<file path="config.mk">
export PLATFORM = sky130hd
export DESIGN_NAME = dma_top
export DESIGN_NICKNAME = d
export VERILOG_FILES = /design/src/hw/dma_pkg.sv /design/src/hw/dma_bus_master.sv /design/src/hw/dma_channel.sv /design/src/hw/dma_irq_reg.sv /design/src/hw/dma_priority_arbiter.sv /design/src/hw/dma_top.sv
export SDC_FILE = /design/constraint.sdc
export NUM_CORES = 1
export LEC_CHECK = 0
export BUFFER_PORTS_ARGS = -buffer_cell sky130_fd_sc_hd__buf_2
export CORE_AREA = 2 2 217 219
export DETAILED_ROUTE_END_ITERATION = 12
export DIE_AREA = 0 0 219 221
export PLACE_DENSITY = 0.74
export SLEW_MARGIN = 20
export SYNTH_ARGS = -nofsm -noshare
export SYNTH_HDL_FRONTEND = slang
export SYNTH_HIERARCHICAL = 1
export SYNTH_SLANG_ARGS = --single-unit
</file>
<file path="constraint.sdc">
create_clock -name sys_clk -period 5.05 [get_ports sys_clk]
set_clock_uncertainty 0.1 [all_clocks]
set_input_delay 0.2525 -clock sys_clk [delete_from_list [all_inputs] [get_ports sys_clk]]
set_output_delay 0.2525 -clock sys_clk [all_outputs]
set_load 0.1 [all_outputs]
</file>
<file path="src/hw/dma_pkg.sv">
// DMA controller shared definitions
package dma_pkg;

   localparam int ADDR_W    = 32;          // memory address width
   localparam int DATA_W    = 32;          // memory and device word width
   localparam int CNT_W     = 16;          // block word count width
   localparam int PRIO_W    = 3;           // per-channel priority field
   localparam int MAX_CHAN  = 7;           // channels the control words can describe
   localparam int WORD_STEP = 4;           // byte step per word

   // DPCR layout, one nibble per channel with enable on top
   localparam int DPCR_FIELD_W = 4;

   // DICR layout
   localparam int DICR_FORCE_BIT  = 15;
   localparam int DICR_EN_LSB     = 16;    // per-channel enables
   localparam int DICR_MEN_BIT    = 23;    // master enable
   localparam int DICR_FLAG_LSB   = 24;    // per-channel flags
   localparam int DICR_MASTER_BIT = 31;

   // channel registers as the CPU register file presents them
   typedef struct packed {
      logic [ADDR_W-1:0] madr;             // start address
      logic [CNT_W-1:0]  words;            // block length in words
      logic              to_device;        // 1 means memory to peripheral
      logic              start;
   } chan_cfg_t;

   // one master's request on the memory bus
   typedef struct packed {
      logic              ren;
      logic              wen;
      logic [ADDR_W-1:0] addr;
      logic [DATA_W-1:0] wdata;
   } mem_req_t;

   typedef struct packed {
      logic              rdy;              // source word available
      logic              full;             // sink FIFO full
      logic [DATA_W-1:0] rdata;
   } dev_in_t;

   typedef struct packed {
      logic              ren;              // pop, one cycle
      logic              wen;              // push, one cycle
      logic [DATA_W-1:0] wdata;
   } dev_out_t;

endpackage

</file>
<file path="src/hw/dma_bus_master.sv">
// DMA memory bus grant controller
module dma_bus_master #(
   parameter int NUM_CHAN = 3
) (
   input  logic                              sys_clk,
   input  logic                              rst,
   input  logic                              mem_grant_i,
   input  logic [NUM_CHAN-1:0]               winner_i,
   input  logic                              valid_i,
   input  dma_pkg::mem_req_t [NUM_CHAN-1:0] chan_mem_i,
   input  logic [NUM_CHAN-1:0]               done_i,
   output logic [NUM_CHAN-1:0]               start_o,
   output dma_pkg::mem_req_t                 mem_o,
   output logic                              grant_done_o
);

   typedef enum logic [1:0] {IDLE, ASSIGN, WAIT} state_t;

   state_t              state_q, state_d;
   logic [NUM_CHAN-1:0] owner_q;           // one-hot bus holder, zero when free

   always_ff @(posedge sys_clk, posedge rst) begin
      if (rst) begin
         state_q <= IDLE;
         owner_q <= '0;
      end else begin
         state_q <= state_d;
         if (state_q == ASSIGN) begin
            owner_q <= winner_i;
         end else if (grant_done_o) begin
            owner_q <= '0;
         end
      end
   end

   always_comb begin
      state_d      = state_q;
      start_o      = '0;
      grant_done_o = 1'b0;
      case (state_q)
         IDLE: begin
            if (mem_grant_i) begin
               state_d = ASSIGN;
            end
         end
         ASSIGN: begin
            start_o = winner_i;            // all zero when nobody is eligible
            state_d = valid_i ? WAIT : IDLE;
         end
         WAIT: begin
            if (|done_i) begin
               grant_done_o = 1'b1;
               state_d      = IDLE;
            end
         end
         default: state_d = IDLE;
      endcase
   end

   // forward the holder's request
   always_comb begin
      mem_o = '0;
      for (int i = 0; i < NUM_CHAN; i++) begin
         if (owner_q[i]) begin
            mem_o = chan_mem_i[i];
         end
      end
   end

endmodule

</file>
<file path="src/hw/dma_channel.sv">
// DMA channel engine
module dma_channel (
   input  logic                       sys_clk,
   input  logic                       rst,
   input  dma_pkg::chan_cfg_t         cfg_i,
   input  logic                       start_i,
   input  logic                       mem_ack_i,
   input  logic [dma_pkg::DATA_W-1:0] mem_rdata_i,
   input  dma_pkg::dev_in_t           dev_i,
   output logic                       req_o,
   output logic                       start_clr_o,
   output dma_pkg::mem_req_t          mem_o,
   output dma_pkg::dev_out_t          dev_o,
   output logic                       done_o,
   output logic                       block_end_o
);
   import dma_pkg::*;

   typedef enum logic [3:0] {
      IDLE,
      START,
      READ_ACK,
      STEP,
      CHANNEL_WR,
      CHANNEL_RE,
      WRITE_PREP,
      WRITE_ACK,
      WRITE_DONE
   } state_t;

   state_t            state_q, state_d;
   logic              req_q, req_d;
   logic              ren_q, ren_d;
   logic              wen_q, wen_d;
   logic              to_dev_q;
   logic [ADDR_W-1:0] addr_q;
   logic [CNT_W-1:0]  cnt_q;
   logic [DATA_W-1:0] data_q;              // word in flight, either direction
   logic              claim;
   logic              step;
   logic              latch_mem;
   logic              latch_dev;

   assign req_o = req_q;
   assign mem_o = '{ren: ren_q, wen: wen_q, addr: addr_q, wdata: data_q};

   always_ff @(posedge sys_clk, posedge rst) begin
      if (rst) begin
         state_q <= IDLE;
         req_q   <= 1'b0;
         ren_q   <= 1'b0;
         wen_q   <= 1'b0;
      end else begin
         state_q <= state_d;
         req_q   <= req_d;
         ren_q   <= ren_d;
         wen_q   <= wen_d;
      end
   end

   always_ff @(posedge sys_clk) begin
      if (claim) begin
         addr_q   <= cfg_i.madr;
         cnt_q    <= cfg_i.words;
         to_dev_q <= cfg_i.to_device;
      end else if (step) begin
         addr_q <= addr_q + ADDR_W'(WORD_STEP); // always counts upward
         cnt_q  <= cnt_q - CNT_W'(1);
      end
      if (latch_mem) begin
         data_q <= mem_rdata_i;
      end else if (latch_dev) begin
         data_q <= dev_i.rdata;
      end
   end

   always_comb begin
      state_d     = state_q;
      req_d       = req_q;
      ren_d       = ren_q;
      wen_d       = wen_q;
      claim       = 1'b0;
      step        = 1'b0;
      latch_mem   = 1'b0;
      latch_dev   = 1'b0;
      start_clr_o = 1'b0;
      done_o      = 1'b0;
      block_end_o = 1'b0;
      dev_o       = '0;
      dev_o.wdata = data_q;
      case (state_q)
         IDLE: begin
            if (!req_q) begin
               if (cfg_i.start) begin
                  start_clr_o = 1'b1;      // register file drops the start bit
                  claim       = 1'b1;
                  req_d       = 1'b1;
               end
            end else if (start_i) begin
               state_d = START;
            end
         end
         START: begin
            if (cnt_q == '0) begin
               done_o      = 1'b1;         // block finished, release the bus
               block_end_o = 1'b1;
               req_d       = 1'b0;
               state_d     = IDLE;
            end else if (to_dev_q) begin
               ren_d   = 1'b1;
               state_d = READ_ACK;
            end else begin
               state_d = CHANNEL_RE;
            end
         end
         READ_ACK: begin
            if (mem_ack_i) begin
               ren_d     = 1'b0;
               latch_mem = 1'b1;           // data valid only while ack is high
               state_d   = STEP;
            end
         end
         STEP: begin
            step    = 1'b1;
            state_d = CHANNEL_WR;
         end
         CHANNEL_WR: begin
            if (!dev_i.full) begin
               dev_o.wen = 1'b1;
               done_o    = 1'b1;
               state_d   = IDLE;
            end
         end
         CHANNEL_RE: begin
            if (dev_i.rdy) begin
               dev_o.ren = 1'b1;
               latch_dev = 1'b1;
               state_d   = WRITE_PREP;
            end
         end
         WRITE_PREP: begin
            wen_d   = 1'b1;
            state_d = WRITE_ACK;
         end
         WRITE_ACK: begin
            if (mem_ack_i) begin
               wen_d   = 1'b0;
               step    = 1'b1;
               state_d = WRITE_DONE;
            end
         end
         WRITE_DONE: begin
            if (!mem_ack_i) begin          // memory has let go of the bus
               done_o  = 1'b1;
               state_d = IDLE;
            end
         end
         default: state_d = IDLE;
      endcase
   end

endmodule

</file>
<file path="src/hw/dma_irq_reg.sv">
// DMA interrupt control register
module dma_irq_reg #(
   parameter int NUM_CHAN = 3
) (
   input  logic                sys_clk,
   input  logic                rst,
   input  logic [NUM_CHAN-1:0] block_end_i,
   input  logic                wen_i,
   input  logic [31:0]         wdata_i,
   output logic [31:0]         dicr_o
);
   import dma_pkg::*;

   logic [31:0]         dicr_q, dicr_d;
   logic [MAX_CHAN-1:0] blk_end;           // padded to the full register width
   logic [MAX_CHAN-1:0] irq_en;
   logic [MAX_CHAN-1:0] flags;

   assign blk_end = MAX_CHAN'(block_end_i);
   assign irq_en  = dicr_q[DICR_EN_LSB +: MAX_CHAN];
   assign flags   = dicr_q[DICR_FLAG_LSB +: MAX_CHAN];
   assign dicr_o  = dicr_q;

   always_ff @(posedge sys_clk, posedge rst) begin
      if (rst) begin
         dicr_q <= '0;
      end else begin
         dicr_q <= dicr_d;
      end
   end

   always_comb begin
      dicr_d = dicr_q;
      // master flag lags force and enabled flags by one cycle
      dicr_d[DICR_MASTER_BIT] = dicr_q[DICR_FORCE_BIT] | (|(irq_en & flags));
      if (wen_i) begin
         dicr_d[5:0]                          = wdata_i[5:0];
         dicr_d[DICR_FORCE_BIT-1:6]           = '0;
         dicr_d[DICR_MEN_BIT:DICR_FORCE_BIT]  = wdata_i[DICR_MEN_BIT:DICR_FORCE_BIT];
         dicr_d[DICR_FLAG_LSB +: MAX_CHAN]    = flags & ~wdata_i[DICR_FLAG_LSB +: MAX_CHAN];
      end else if (dicr_q[DICR_MEN_BIT]) begin
         dicr_d[DICR_FLAG_LSB +: MAX_CHAN] = flags | (irq_en & blk_end); // set only
      end
   end

endmodule

</file>
<file path="src/hw/dma_priority_arbiter.sv">
// DMA channel priority arbiter
module dma_priority_arbiter #(
   parameter int NUM_CHAN = 3
) (
   input  logic [31:0]         dpcr_i,
   input  logic [NUM_CHAN-1:0] req_i,
   output logic [NUM_CHAN-1:0] winner_o,
   output logic                valid_o
);
   import dma_pkg::*;

   logic [NUM_CHAN-1:0] elig;              // enabled and requesting
   logic [PRIO_W-1:0]   prio [NUM_CHAN];

   always_comb begin
      for (int i = 0; i < NUM_CHAN; i++) begin
         prio[i] = dpcr_i[i*DPCR_FIELD_W +: PRIO_W];
         elig[i] = req_i[i] & dpcr_i[i*DPCR_FIELD_W + DPCR_FIELD_W - 1];
      end
   end

   // lower value wins, lower index breaks a tie
   always_comb begin
      for (int i = 0; i < NUM_CHAN; i++) begin
         winner_o[i] = elig[i];
         for (int j = 0; j < NUM_CHAN; j++) begin
            if (j < i && elig[j] && prio[j] <= prio[i]) begin
               winner_o[i] = 1'b0;
            end else if (j > i && elig[j] && prio[j] < prio[i]) begin
               winner_o[i] = 1'b0;
            end
         end
      end
   end

   assign valid_o = |winner_o;

endmodule

</file>
<file path="src/hw/dma_top.sv">
// DMA controller top level
module dma_top #(
   parameter int NUM_CHAN = 3
) (
   input  logic                              sys_clk,
   input  logic                              rst,
   input  dma_pkg::chan_cfg_t [NUM_CHAN-1:0] cfg_i,
   input  logic [31:0]                       dpcr_i,
   input  logic                              mem_grant_i,
   input  logic                              mem_ack_i,
   input  logic [dma_pkg::DATA_W-1:0]        mem_rdata_i,
   input  dma_pkg::dev_in_t [NUM_CHAN-1:0]   dev_i,
   input  logic                              dicr_wen_i,
   input  logic [31:0]                       dicr_wdata_i,
   output logic [NUM_CHAN-1:0]               start_clr_o,
   output dma_pkg::dev_out_t [NUM_CHAN-1:0]  dev_o,
   output dma_pkg::mem_req_t                 mem_o,
   output logic                              grant_done_o,
   output logic                              dma_req_o,
   output logic [31:0]                       dicr_o
);
   import dma_pkg::*;

   logic [NUM_CHAN-1:0]     chan_req;
   logic [NUM_CHAN-1:0]     chan_done;
   logic [NUM_CHAN-1:0]     chan_start;
   logic [NUM_CHAN-1:0]     block_end;
   logic [NUM_CHAN-1:0]     winner;
   logic                    winner_valid;
   mem_req_t [NUM_CHAN-1:0] chan_mem;

   assign dma_req_o = |chan_req;           // asks the memory controller for the bus

   for (genvar i = 0; i < NUM_CHAN; i++) begin : g_chan
      dma_channel chan_i (
         .sys_clk     (sys_clk),
         .rst         (rst),
         .cfg_i       (cfg_i[i]),
         .start_i     (chan_start[i]),
         .mem_ack_i   (mem_ack_i),
         .mem_rdata_i (mem_rdata_i),
         .dev_i       (dev_i[i]),
         .req_o       (chan_req[i]),
         .start_clr_o (start_clr_o[i]),
         .mem_o       (chan_mem[i]),
         .dev_o       (dev_o[i]),
         .done_o      (chan_done[i]),
         .block_end_o (block_end[i])
      );
   end

   dma_priority_arbiter #(.NUM_CHAN(NUM_CHAN)) arb_i (
      .dpcr_i   (dpcr_i),
      .req_i    (chan_req),
      .winner_o (winner),
      .valid_o  (winner_valid)
   );

   dma_bus_master #(.NUM_CHAN(NUM_CHAN)) bus_i (
      .sys_clk      (sys_clk),
      .rst          (rst),
      .mem_grant_i  (mem_grant_i),
      .winner_i     (winner),
      .valid_i      (winner_valid),
      .chan_mem_i   (chan_mem),
      .done_i       (chan_done),
      .start_o      (chan_start),
      .mem_o        (mem_o),
      .grant_done_o (grant_done_o)
   );

   dma_irq_reg #(.NUM_CHAN(NUM_CHAN)) irq_i (
      .sys_clk     (sys_clk),
      .rst         (rst),
      .block_end_i (block_end),
      .wen_i       (dicr_wen_i),
      .wdata_i     (dicr_wdata_i),
      .dicr_o      (dicr_o)
   );

endmodule

</file>
==> impl_metrics.env <==
export IMPL_status="complete, no violations"
export IMPL_yosysWarnings=6
export IMPL_post_cts_setup_buffers=0
export IMPL_routedWlPerCell_um=21.6
export IMPL_drt_pre_antenna_iters=5
export IMPL_post_synth_inst_count=1848
export IMPL_rsz0062_at_grt="no"
export IMPL_vias=17800
export IMPL_hpwl_mm=45.2
export IMPL_crit_path_max_fanout=5
export IMPL_setup_viol=0
export IMPL_routed_wl_mm=69.9
export IMPL_slew_violations=0
export IMPL_fin_crit_sh_pct=83.5
export IMPL_drt_first_iter_violations=1564
export IMPL_drv_cap=0
export IMPL_start_kind="flop"
export IMPL_worstMarginPinSlew_ns=0.977
export IMPL_synthFlopType="edfxtp_1"
export IMPL_syn_avg_cell_area_um2=9.73
export IMPL_dieArea_um2=48400
export IMPL_drive_gt1_share_pct=27.6
export IMPL_place_area_um2=20100
export IMPL_post_route_drc_count=0
export IMPL_gp_congestion=0.935
export IMPL_grt_total_usage_pct=27.8
export IMPL_dieHeight_um=221
export IMPL_yosysSeqAreaShare_pct=47.4
export IMPL_hp_class="input port to flop"
export IMPL_peakVddDrop_mv=0.795
export IMPL_rows=79
export IMPL_worstPathRequired_ns=4.70
export IMPL_async_flop_share_pct=16.8
export IMPL_fmax_mhz=237
export IMPL_grt_overflow=0
export IMPL_worstPathArrival_ns=3.86
export IMPL_hold_viol_final=0
export IMPL_vias_per_cell=5.51
export IMPL_synth_top_area_share_pct=40.6
export IMPL_power_density_nw_per_um2=579
export IMPL_cts_sinks=292
export IMPL_period_needed_ns=4.22
export IMPL_drtAntennaViolNets=0
export IMPL_ys_types=71
export IMPL_cts_tree="built"
export IMPL_clockBufferDepth=3
export IMPL_yosys_top_cells_area="edfxtp_1, nand2_1, dfrtp_1"
export IMPL_antenna_found_initial=12
export IMPL_cts_made_buffers=37
export IMPL_clock_root_buffer="clkbuf_16"
export IMPL_syn_area_um2=18000
export IMPL_worst_setup_path_type="flop to output pin"
export IMPL_numPortBuffers=518
export IMPL_grt_max_degree=58
export IMPL_fillers=3877
export IMPL_clk_pin_slew_ns=0.06
export IMPL_slew_headroom_pct=34.9
export IMPL_setup_slack_ns=0.834
export IMPL_yosys_area_top_type="edfxtp_1"
export IMPL_clk_latency_ns=0.54
export IMPL_tns_ns=0
export IMPL_syn_to_final_growth_pct=39.0
export IMPL_design_area_um2=25000
export IMPL_io_pins=558
export IMPL_initial_utilization_pct=39.0
export IMPL_die_w_um=219
export IMPL_place_ws_ns=1.33
export IMPL_synth_seq_cells=292
export IMPL_grt_pass1_vias=18200
export IMPL_core_area_um2=46100
export IMPL_endpoint_kind="output pin"
export IMPL_synth_edf_count=243
export IMPL_p_leak_nw=10.2
export IMPL_grt_pass1_wl_mm=104
export IMPL_layout_nets=2961
export IMPL_cts_max_level=2
layout make-up:
| cell class | instances | area (um^2) | area share (%) |
|---|---|---|---|
| multi-input combinational | 1252 | 7710 | 30.9 |
| antenna | 10 | 25.0 | 0.100 |
| timing repair buffer | 904 | 6410 | 25.6 |
| clock buffer | 56 | 1050 | 4.20 |
| tap | 607 | 759 | 3.04 |
| clock inverter | 9 | 101 | 0.406 |
| sequential | 292 | 8530 | 34.1 |
| inverter | 106 | 398 | 1.59 |
routing by layer:
layer / track usage, % / wire length, um / vias to the layer above
met2: 46.7 / 33600 / 1222
met5: 0 / 16 / -
li1: - / - / 7908
met4: 18.6 / 4930 / 2
met1: 31.2 / 24400 / 8422
met3: 6.49 / 6910 / 289
synthesized netlist by cell type, drive strengths merged, types with 9 or more instances:
cell type / n
a21oi: 94
a221oi: 66
a31oi: 9
and2: 12
and3: 15
buf: 152
clkbuf: 54
dfrtp: 49
edfxtp: 243
ha: 15
inv: 104
mux2: 48
nand2: 404
nand3: 48
nand4: 35
nor2: 77
nor2b: 12
nor3: 22
nor4: 25
o21ai: 134
or3: 15
or4: 13
xnor2: 62
xor2: 60
sequential cells by signal, summed over array words and instances, names as in the netlist:
name	cells
g_chan.chan_i/ren_q	3
bus_i/owner_q	3
g_chan.chan_i/addr_q	96
g_chan.chan_i/cnt_q	48
g_chan.chan_i/data_q	96
g_chan.chan_i/req_o	3
g_chan.chan_i/to_dev_q	3
bus_i/state_q	2
g_chan.chan_i/wen_q	3
irq_i/dicr_o	23
g_chan.chan_i/state_q	12
cells in the final DEF, fill, tap and decap left out, types with 32 or more instances in the layout:
master / instances
a21oi_1: 94
a221oi_2: 51
buf_2: 518
clkbuf_16: 39
dfrtp_1: 47
dlygate4sd3_1: 366
edfxtp_1: 243
inv_1: 101
mux2_2: 48
nand2_1: 403
nand3_1: 47
nand4_1: 32
nor2_1: 77
o21ai_0: 96
o21ai_1: 32
xnor2_1: 62
xor2_1: 60
final timing paths:
kind                                            from  cells past startpoint               end  slack (ns)
hold / removal                             dpcr_i[3]                      5  bus_i/owner_q[0]        0.13
hold reg to reg                     bus_i/state_q[0]                      1  bus_i/state_q[0]        0.38
setup reg to reg           g_chan[0].chan_i/cnt_q[0]                      9  bus_i/owner_q[2]        1.93
max in group asynchronous                        rst                      3   irq_i/dicr_o[3]        3.80
min in group asynchronous                        rst                      3  bus_i/owner_q[1]        0.15
setup / recovery           g_chan[0].chan_i/cnt_q[0]                      9      grant_done_o        0.83
critical path, cell delays in order (launching register included):
cell      delay, ns
edfxtp_1       0.42
inv_1          0.09
ha_1           0.18
or3b_1         0.48
nor4_1         0.45
nand4_1        0.27
o21ai_1        0.36
nor3_1         0.12
nor3b_1        0.41
buf_2          0.53
cells by family after synthesis:
kind of cell / synth area share [%]
AO/OA/AOI/OAI: 13.5
XOR/XNOR: 5.94
adder cells (fa/ha/maj): 1.04
buffers and inverters: 10.0
flip-flops: 47.4
multiplexers: 3.17
other: 0.0209
AND/OR/NAND/NOR: 18.9
what timing repair did:
action	CTS	global route
gates resized for setup	0	0
hold endpoints to repair	320	0
endpoints found under the setup margin	0	0
hold buffers	366	0
per-stage QoR:
step                std cells  power, W  utilization [%]  hold WS (ns)
finish                   3236    0.0145             54.2         0.127
detailed placement       2795    0.0114             43.7         0.157
global route             3236    0.0149             54.2         0.110
global placement         2795    0.0113             43.7         0.149
CTS                      3226    0.0143             54.2        0.0708
floorplan                1856    0.0102                -       -0.0690
report_power, final:
| group | total, W | internal, W | switching (W) |
|---|---|---|---|
| Clock | 0.00260 | 0.00154 | 0.00107 |
| Sequential | 0.00392 | 0.00327 | 0.000650 |
| Combinational | 0.00795 | 0.00163 | 0.00632 |
Power figures use the tool's default switching activity.
